## config.mk

```make
export PLATFORM = sky130hd
export DESIGN_NAME = exLaneTop
export DESIGN_NICKNAME = d
export VERILOG_FILES = /design/src/source/exLanePkg.sv /design/src/source/issueAccept.sv /design/src/source/aluUnit.sv /design/src/source/mulUnit.sv /design/src/source/writebackSelect.sv /design/src/source/exLaneTop.sv
export SDC_FILE = /design/constraint.sdc
export NUM_CORES = 2
export LEC_CHECK = 0
export ABC_CLOCK_PERIOD_IN_PS = 12200
export BUFFER_PORTS_ARGS = -buffer_cell sky130_fd_sc_hd__buf_2
export CAP_MARGIN = 20
export CORE_UTILIZATION = 45
export CTS_BUF_LIST = sky130_fd_sc_hd__clkbuf_16
export CTS_CLUSTER_SIZE = 12
export DETAILED_ROUTE_END_ITERATION = 8
export HOLD_SLACK_MARGIN = 0.12
export PLACE_DENSITY = 0.59
export SYNTH_ARGS = -nofsm -noshare
export SYNTH_HDL_FRONTEND = slang
export SYNTH_SLANG_ARGS = --single-unit
```

## constraint.sdc

```tcl
create_clock -name clock -period 12.2 [get_ports clock]
set_input_delay 2.44 -clock clock [delete_from_list [all_inputs] [get_ports clock]]
set_output_delay 2.44 -clock clock [all_outputs]
set_load 0.02 [all_outputs]
```

## src/source/exLanePkg.sv

```systemverilog
// ========================================
// Shared types for the secondary EX lane
// Commands, ALU ops, packets, register IDs
// ========================================

package exLanePkg;

	// Micro-op command, decoded in EX1 and again in EX2
	typedef enum logic [2:0] {
		UCMD_NOP   = 3'd0,	// No operation, writes zero register
		UCMD_ALU3  = 3'd1,	// Three-operand ALU
		UCMD_MOVIR = 3'd2,	// Immediate to register
		UCMD_LEA   = 3'd3,	// Base plus scaled index
		UCMD_MULW  = 3'd4	// Signed word multiply
	} uCmd_t;

	// ALU3 sub-operation
	typedef enum logic [2:0] {
		ALU_ADD = 3'd0,
		ALU_SUB = 3'd1,
		ALU_AND = 3'd2,
		ALU_OR  = 3'd3,
		ALU_XOR = 3'd4,
		ALU_SLT = 3'd5	// Signed compare, result 1 or 0
	} aluOp_t;

	typedef logic [5:0] gprId_t;	// Register ID

	localparam gprId_t GPR_ZZR = 6'd0;	// Zero register, writes dropped

	// Issue packet, as held in EX1
	typedef struct packed {
		uCmd_t       cmd;
		aluOp_t      aluOp;
		gprId_t      rdId;	// Destination
		logic [63:0] rsVal;	// Source A or LEA base
		logic [63:0] rtVal;	// Source B or LEA index
		logic [32:0] imm;	// Signed immediate, low 2 bits are LEA scale
	} uop_t;

	// Record leaving the lane towards the register file
	typedef struct packed {
		logic        valid;
		gprId_t      rdId;
		logic [63:0] value;
	} writeback_t;

	// Per-unit result held in EX2
	typedef struct packed {
		uCmd_t       cmd;
		gprId_t      rdId;
		logic        valid;
		logic [63:0] value;
	} ex2Res_t;

endpackage

```

## src/source/issueAccept.sv

```systemverilog
// ========================================
// Four-phase req/ack acceptor, EX1 register
// ========================================

module issueAccept (
	input  logic              clock,
	input  logic              arstN,
	input  logic              uopReq,	// Held high with stable packet
	input  exLanePkg::uop_t   uopIn,
	output logic              uopAck,
	output exLanePkg::uop_t   ex1Uop,	// EX1 micro-op register
	output logic              ex1Valid	// One cycle per accepted packet
);

	typedef enum logic {
		IDLE,	// Waiting for a request
		ACKED	// Ack up, waiting for req to drop
	} hsState_t;

	hsState_t state;

	assign uopAck = (state == ACKED);	// Ack is the state itself

	// Handshake FSM and valid pulse
	always_ff @(posedge clock or negedge arstN) begin
		if (!arstN) begin
			state    <= IDLE;
			ex1Valid <= 1'b0;
		end else begin
			ex1Valid <= 1'b0;	// Default, pulse only
			case (state)
				IDLE: begin
					if (uopReq) begin
						state    <= ACKED;	// Edge A
						ex1Valid <= 1'b1;
					end
				end
				ACKED: begin
					if (!uopReq)
						state <= IDLE;	// Ack falls, ready again
				end
				default: state <= IDLE;
			endcase
		end
	end

	// Packet capture at acceptance only
	always_ff @(posedge clock) begin
		if (state == IDLE && uopReq)
			ex1Uop <= uopIn;	// Held until next accept
	end

endmodule

```

## src/source/aluUnit.sv

```systemverilog
// ========================================
// Integer unit for ALU3, MOVIR and LEA
// ========================================

module aluUnit (
	input  logic                clock,
	input  logic                arstN,
	input  exLanePkg::uop_t     ex1Uop,
	input  logic                ex1Valid,
	output exLanePkg::ex2Res_t  aluRes	// EX2 result
);

	import exLanePkg::*;

	logic [63:0] aluVal;	// ALU3 sub-op result
	logic [63:0] leaVal;	// Base plus scaled index
	logic [63:0] nextVal;	// EX1 result by command

	logic        resValid;
	uCmd_t       resCmd;
	gprId_t      resRdId;
	logic [63:0] resVal;

	// ALU3 sub-operations
	always_comb begin
		case (ex1Uop.aluOp)
			ALU_ADD: aluVal = ex1Uop.rsVal + ex1Uop.rtVal;
			ALU_SUB: aluVal = ex1Uop.rsVal - ex1Uop.rtVal;
			ALU_AND: aluVal = ex1Uop.rsVal & ex1Uop.rtVal;
			ALU_OR:  aluVal = ex1Uop.rsVal | ex1Uop.rtVal;
			ALU_XOR: aluVal = ex1Uop.rsVal ^ ex1Uop.rtVal;
			ALU_SLT: aluVal = {63'd0, $signed(ex1Uop.rsVal) < $signed(ex1Uop.rtVal)};
			default: aluVal = 64'd0;	// Undefined sub-op
		endcase
	end

	// Scale from the low immediate bits, 1 to 8
	assign leaVal = ex1Uop.rsVal + (ex1Uop.rtVal << ex1Uop.imm[1:0]);

	always_comb begin
		case (ex1Uop.cmd)
			UCMD_ALU3:  nextVal = aluVal;
			UCMD_MOVIR: nextVal = {{31{ex1Uop.imm[32]}}, ex1Uop.imm};	// Sign-extend
			UCMD_LEA:   nextVal = leaVal;
			default:    nextVal = 64'd0;	// NOP and MULW not ours
		endcase
	end

	// EX2 valid
	always_ff @(posedge clock or negedge arstN) begin
		if (!arstN)
			resValid <= 1'b0;
		else
			resValid <= ex1Valid;
	end

	// EX2 payload, loaded per operation
	always_ff @(posedge clock) begin
		if (ex1Valid) begin
			resCmd  <= ex1Uop.cmd;
			resRdId <= ex1Uop.rdId;
			resVal  <= nextVal;
		end
	end

	assign aluRes = '{cmd: resCmd, rdId: resRdId, valid: resValid, value: resVal};

endmodule

```

## src/source/mulUnit.sv

```systemverilog
// ========================================
// Signed word multiplier, EX2 result
// ========================================

module mulUnit #(
	parameter int mulWidth = 16	// Operand width, 8, 16 or 32
) (
	input  logic                clock,
	input  logic                arstN,
	input  exLanePkg::uop_t     ex1Uop,
	input  logic                ex1Valid,
	output exLanePkg::ex2Res_t  mulRes	// EX2 result
);

	import exLanePkg::*;

	logic signed [mulWidth-1:0]   opA;	// Low bits of source A
	logic signed [mulWidth-1:0]   opB;	// Low bits of source B
	logic signed [2*mulWidth-1:0] prod;
	logic [63:0]                  prodExt;	// Product widened to 64 bits
	logic                         isMul;

	logic        resValid;
	uCmd_t       resCmd;
	gprId_t      resRdId;
	logic [63:0] resVal;

	// Upper operand bits are ignored
	assign opA  = ex1Uop.rsVal[mulWidth-1:0];
	assign opB  = ex1Uop.rtVal[mulWidth-1:0];
	assign prod = opA * opB;

	assign prodExt = 64'(prod);	// Signed cast sign-extends
	assign isMul   = ex1Valid && (ex1Uop.cmd == UCMD_MULW);

	// EX2 valid
	always_ff @(posedge clock or negedge arstN) begin
		if (!arstN)
			resValid <= 1'b0;
		else
			resValid <= ex1Valid;
	end

	// Tags follow every operation
	always_ff @(posedge clock) begin
		if (ex1Valid) begin
			resCmd  <= ex1Uop.cmd;
			resRdId <= ex1Uop.rdId;
		end
	end

	// Value only moves on MULW, less switching
	always_ff @(posedge clock) begin
		if (isMul)
			resVal <= prodExt;
	end

	assign mulRes = '{cmd: resCmd, rdId: resRdId, valid: resValid, value: resVal};

endmodule

```

## src/source/writebackSelect.sv

```systemverilog
// ========================================
// EX2 result select, flush, writeback reg
// ========================================

module writebackSelect (
	input  logic                   clock,
	input  logic                   arstN,
	input  exLanePkg::ex2Res_t     aluRes,
	input  exLanePkg::ex2Res_t     mulRes,
	input  logic                   opBraFlush,	// Kills the op now in EX2
	output exLanePkg::writeback_t  wbOut
);

	import exLanePkg::*;

	gprId_t      selRdId;	// Destination after selection
	logic [63:0] selVal;

	logic        wbValid;
	gprId_t      wbRdId;
	logic [63:0] wbVal;

	// Both records carry the same cmd, decode one
	always_comb begin
		case (aluRes.cmd)
			UCMD_ALU3, UCMD_MOVIR, UCMD_LEA: begin
				selRdId = aluRes.rdId;
				selVal  = aluRes.value;
			end
			UCMD_MULW: begin
				selRdId = mulRes.rdId;
				selVal  = mulRes.value;
			end
			default: begin
				selRdId = GPR_ZZR;	// NOP goes nowhere
				selVal  = 64'd0;
			end
		endcase

		if (opBraFlush) begin
			selRdId = GPR_ZZR;	// Flushed, write is dropped
			selVal  = 64'd0;
		end
	end

	// Writeback valid, one cycle per op
	always_ff @(posedge clock or negedge arstN) begin
		if (!arstN)
			wbValid <= 1'b0;
		else
			wbValid <= aluRes.valid;
	end

	always_ff @(posedge clock) begin
		if (aluRes.valid) begin
			wbRdId <= selRdId;
			wbVal  <= selVal;
		end
	end

	assign wbOut = '{valid: wbValid, rdId: wbRdId, value: wbVal};

endmodule

```

## src/source/exLaneTop.sv

```systemverilog
// ========================================
// Secondary EX lane top level
// ========================================

module exLaneTop #(
	parameter int mulWidth = 16	// Multiplier operand width
) (
	input  logic                   clock,
	input  logic                   arstN,
	input  logic                   uopReq,
	input  exLanePkg::uop_t        uopIn,
	output logic                   uopAck,
	input  logic                   opBraFlush,
	output exLanePkg::writeback_t  wbOut
);

	import exLanePkg::*;

	uop_t    ex1Uop;	// EX1 micro-op
	logic    ex1Valid;
	ex2Res_t aluRes;	// EX2 integer result
	ex2Res_t mulRes;	// EX2 multiply result

	issueAccept uAccept (
		.clock    (clock),
		.arstN    (arstN),
		.uopReq   (uopReq),
		.uopIn    (uopIn),
		.uopAck   (uopAck),
		.ex1Uop   (ex1Uop),
		.ex1Valid (ex1Valid)
	);

	aluUnit uAlu (
		.clock    (clock),
		.arstN    (arstN),
		.ex1Uop   (ex1Uop),
		.ex1Valid (ex1Valid),
		.aluRes   (aluRes)
	);

	mulUnit #(.mulWidth(mulWidth)) uMul (
		.clock    (clock),
		.arstN    (arstN),
		.ex1Uop   (ex1Uop),
		.ex1Valid (ex1Valid),
		.mulRes   (mulRes)
	);

	writebackSelect uWbSel (
		.clock      (clock),
		.arstN      (arstN),
		.aluRes     (aluRes),
		.mulRes     (mulRes),
		.opBraFlush (opBraFlush),
		.wbOut      (wbOut)
	);

endmodule

```

==> impl_metrics.toml <==
[status]
result_of_the_run = "finished clean"

[drt]
routed_wire_length_per_instance_um = 25.3
detailroute.via_count = 32704
post_drt_via_cell_ratio = 6.05
drc = 0
first_iter_violations = 2936
detail_route.wirelength_um = 137000
detail-route-antenna-nets = 0
detail_route.first_pass.iterations = 6

[logic_synthesis]
postSynthRegisterBits = 352
synth-edff-count = 348
synth.distinct_cells = 102
synth.net_count = 4902
cells_after_synth = 4122
avgSynthCellArea_um2 = 9.24
synthFlopType = "sky130_fd_sc_hd__edfxtp_1"
seq_area_frac_synth = 0.277
post_synth_instance_area_mm2 = 0.0381
postSynth.asyncResetShare = 0.0114
synth_warnings = 0

[timing]
crit_share_post_route = 0.613
finalHoldViolations = 0
grt_setup_unrepaired = "no"
max_freq_mhz = 134
finalMaxSlewViolations = 0
timing.final.crit_period_ns = 7.48
setup_ws_ns = 4.72
setup-violations-final = 0
worst_pin_slew_ns = 1.13
fin_tns_setup_ns = 0
timing.max_slew.rel_slack = 0.244
skew_ns = 0.0266

[power_and_ir_drop]
power.switching_uw = 3190
power_switching_share = 0.436
power.share.clock = 0.169
intPower_uw = 4130
power.share.combinational = 0.600
vdd.ir_drop.worst_mv = 0.726
power_density_mw_per_mm2 = 177
power.leakage_uw = 0.0176
power.total_uw = 7320
seq_power_share = 0.230

[critical_path]
worst_path_max_delay_cell = "sky130_fd_sc_hd__a211oi_1"
ff_to_ff_start = "uAccept.ex1Uop[107]$_DFFE_PP_"
critical_path.startpoint = "uAccept.ex1Uop[107]$_DFFE_PP_"
timing.critical_path.max_delay_family = "adder cells"
required_ns = 12.54
ff2ff_path_depth = 23
worst_setup_path_start_kind = "flop"
timing.critical_path.cells = "clkinv_1 > nor2_1 > fa_1 > inv_1 > fa_1 > fa_1 > inv_1 > fa_1 > fa_1 > inv_1 > fa_1 > inv_1 > ha_1 > a21o_1 > a21o_1 > a21o_1 > nand2_1 > o21ai_0 > a211oi_1 > o21ai_0 > a31o_2 > a21oi_1 > xnor2_1"
worst-path-stages = 23
cp_common_cell = "sky130_fd_sc_hd__fa_1"
r2r_slack_ns = 4.72
critPathCaptureType = "flop"
worst_setup_path_endpoint = "uMul.resVal[25]$_DFFE_PP_"
timing.critical_path.arrival_ns = 7.81
crit-reg2reg-capture = "uMul.resVal[25]$_DFFE_PP_"
worstPathBufferInverterCount = 5
setup.worst_path.class = "flop to flop"
timing.critical_path.fanout_max = 12
crit_path_max_incr_delay_ns = 0.77

[clock_network]
insertion_delay_ns = 0.61
cts_max_level = 2
cts_setup_buffers = 0
clock_tree.root_cell = "sky130_fd_sc_hd__clkbuf_16"
cts.clk_slew.worst_paths_ns = 0.06
cts.hold.buffers_added = 0
clock_tree.buffer_depth = 3
cts.sink_count = 352
cts_buffers = 41
postCtsResizedCells = 0
cts_tree = "yes"

[cells_and_area]
fin_nets = 5020
areaGrowthSynthToFinish_pct = 8.67
layout_commonest_cell = "sky130_fd_sc_hd__inv_1"
final_layout_size_suffix_gt1_frac = 0.112
commonest_cells_after_routing_fill_and_taps_aside = "sky130_fd_sc_hd__inv_1 (510), sky130_fd_sc_hd__nor2_1 (446), sky130_fd_sc_hd__edfxtp_1 (348), sky130_fd_sc_hd__a21oi_1 (342), sky130_fd_sc_hd__ha_1 (338)"

[floorplan]
initial_standard_cell_utilization_of_the_core = 0.455
core_region_area_mm2 = 0.0837
design.portCount = 249
dieWidth_um = 293
die-height_um = 293
fp-row-count = 106
dieArea_mm2 = 0.0858

[global_route]
global_route.overflow_total = 0
globalRoute.busiestLayer = "met2"
globalRouteMet3Util = 0.0351
grt.total_usage = 0.318
grt_max_degree = 80
antenna_found_initial = 1
global_route_wire_length_before_repair_um = 205000
use_met1 = 0.438
via_count_of_the_first_global_routing_pass = 31952
use_met2 = 0.521

[min_path]
worstHoldPathCells = 0
worst_hold_path_type = "flop to flop"

[placed_design]
place_congestion = 0.985
hpwlAfterDp_um = 106000
place_ws_ns = 4.77
placement.io_buffers = 248

[job]
max_cap_violations = 0
how the worst min path moves through the flow:
stage | start | to | slack [ns]
finish | uAccept.ex1Uop[163]$_DFFE_PP_ | uMul.resRdId[2]$_DFFE_PP_ | 0.42
global placement | uAccept.ex1Uop[163]$_DFFE_PP_ | uMul.resRdId[2]$_DFFE_PP_ | 0.40
CTS | uAccept.ex1Uop[163]$_DFFE_PP_ | uMul.resRdId[2]$_DFFE_PP_ | 0.42
detailed placement | uAccept.ex1Uop[162]$_DFFE_PP_ | uMul.resRdId[1]$_DFFE_PP_ | 0.41
global route | uAccept.ex1Uop[163]$_DFFE_PP_ | uMul.resRdId[2]$_DFFE_PP_ | 0.44
floorplan | uAccept.ex1Uop[161]$_DFFE_PP_ | uMul.resRdId[0]$_DFFE_PP_ | 0.40
metrics by stage:
stage / cells / utilization / hold slack, ns / instance area (um^2)
after CTS: 5404 / 0.495 / 0.422 / 41400
after floorplan: 4122 / - / 0.400 / 38100
final: 5405 / 0.495 / 0.419 / 41400
after global routing: 5404 / 0.495 / 0.435 / 41400
after global placement: 5330 / 0.479 / 0.404 / 40100
after detailed placement: 5331 / 0.479 / 0.405 / 40100
cell type report:
cell class,count,area [um^2]
flip-flops and latches,352,10600
inverters,521,1960
multi-input cells,3028,24500
well taps,1134,1420
diodes,1,2.50
clock buffers,41,1030
fillers,7999,42300
repair buffers,296,1610
clock inverters,32,279
state kept, by name, summed over array words and instances, names as in the netlist:
register	count
uMul.resRdId	6
uAlu.resValid	1
uAccept.ex1Uop	173
uWbSel.wbRdId	6
uAlu.resCmd	3
uWbSel.wbVal	64
uWbSel.wbValid	1
uAlu.resVal	64
uMul.resVal	32
uAccept.ex1Valid	1
uAccept.uopAck	1
logic make-up (layout without fill, tap and decap cells):
family | after synthesis | count (layout) | share of synthesized area
buffers and inverters | 742 | 890 | 0.0803
XOR/XNOR | 125 | 125 | 0.0287
adder cells (fa/ha/maj) | 603 | 603 | 0.250
other | 0 | 1 | 0
flip-flops | 352 | 352 | 0.277
multiplexers | 79 | 79 | 0.0406
AO/OA/AOI/OAI | 1123 | 1123 | 0.195
AND/OR/NAND/NOR | 1098 | 1098 | 0.128
power groups by stage:
stage          combinational [uW]  clock, uW  sequential, uW
6_report                     4390       1240            1680
5_1_grt                      4940       1310            1690
3_5_place_dp                 4360          0            1710
4_1_cts                      4420       1270            1680
2_1_floorplan                3220          0            1690
3_3_place_gp                 4330          0            1710
cells in the mapped netlist (12+ instances only):
cell type                   count  area share
sky130_fd_sc_hd__a22oi_1       39      0.0077
sky130_fd_sc_hd__clkbuf_8      17      0.0061
sky130_fd_sc_hd__a31oi_1       37      0.0061
sky130_fd_sc_hd__nor3_1        65      0.0085
sky130_fd_sc_hd__o211ai_1      50      0.0099
sky130_fd_sc_hd__fa_1         265        0.14
sky130_fd_sc_hd__clkinv_1      15      0.0015
sky130_fd_sc_hd__nand3_1       53      0.0070
sky130_fd_sc_hd__edfxtp_1     348        0.27
sky130_fd_sc_hd__nor2_1       450       0.044
sky130_fd_sc_hd__xor2_1        33      0.0076
sky130_fd_sc_hd__nor4_1        37      0.0061
sky130_fd_sc_hd__and2_1        19      0.0031
sky130_fd_sc_hd__inv_1        498       0.049
sky130_fd_sc_hd__o32a_1        12      0.0032
sky130_fd_sc_hd__o221ai_1      15      0.0034
sky130_fd_sc_hd__xnor2_1       92       0.021
sky130_fd_sc_hd__o31ai_1       46      0.0091
sky130_fd_sc_hd__nand4_1       42      0.0069
sky130_fd_sc_hd__o21ai_1       21      0.0028
sky130_fd_sc_hd__o21bai_1      60       0.012
sky130_fd_sc_hd__a21o_1        66       0.013
sky130_fd_sc_hd__mux4_2        60       0.035
sky130_fd_sc_hd__a221oi_1      22      0.0051
sky130_fd_sc_hd__nand2b_1      24      0.0039
sky130_fd_sc_hd__o21ai_0      157       0.021
sky130_fd_sc_hd__a211o_1       12      0.0028
sky130_fd_sc_hd__o21a_1        24      0.0047
sky130_fd_sc_hd__buf_1         33      0.0033
sky130_fd_sc_hd__nand2_1      319       0.031
sky130_fd_sc_hd__a221o_1       23      0.0060
sky130_fd_sc_hd__o22ai_1       26      0.0043
sky130_fd_sc_hd__nor2b_1       25      0.0041
sky130_fd_sc_hd__o2111ai_1     13      0.0030
sky130_fd_sc_hd__clkbuf_1     144       0.014
sky130_fd_sc_hd__buf_2         16      0.0021
sky130_fd_sc_hd__mux2i_1       14      0.0037
sky130_fd_sc_hd__ha_1         338        0.11
sky130_fd_sc_hd__a21oi_1      342       0.045
sky130_fd_sc_hd__a211oi_1      50      0.0099
layer usage:
layer | routed length [um] | up-vias
met4 | 5130 | 2
met2 | 64200 | 1364
met1 | 58300 | 16248
met3 | 9340 | 232
li1 | - | 14858
met5 | 13 | -
(Power assumes the default switching activity.)
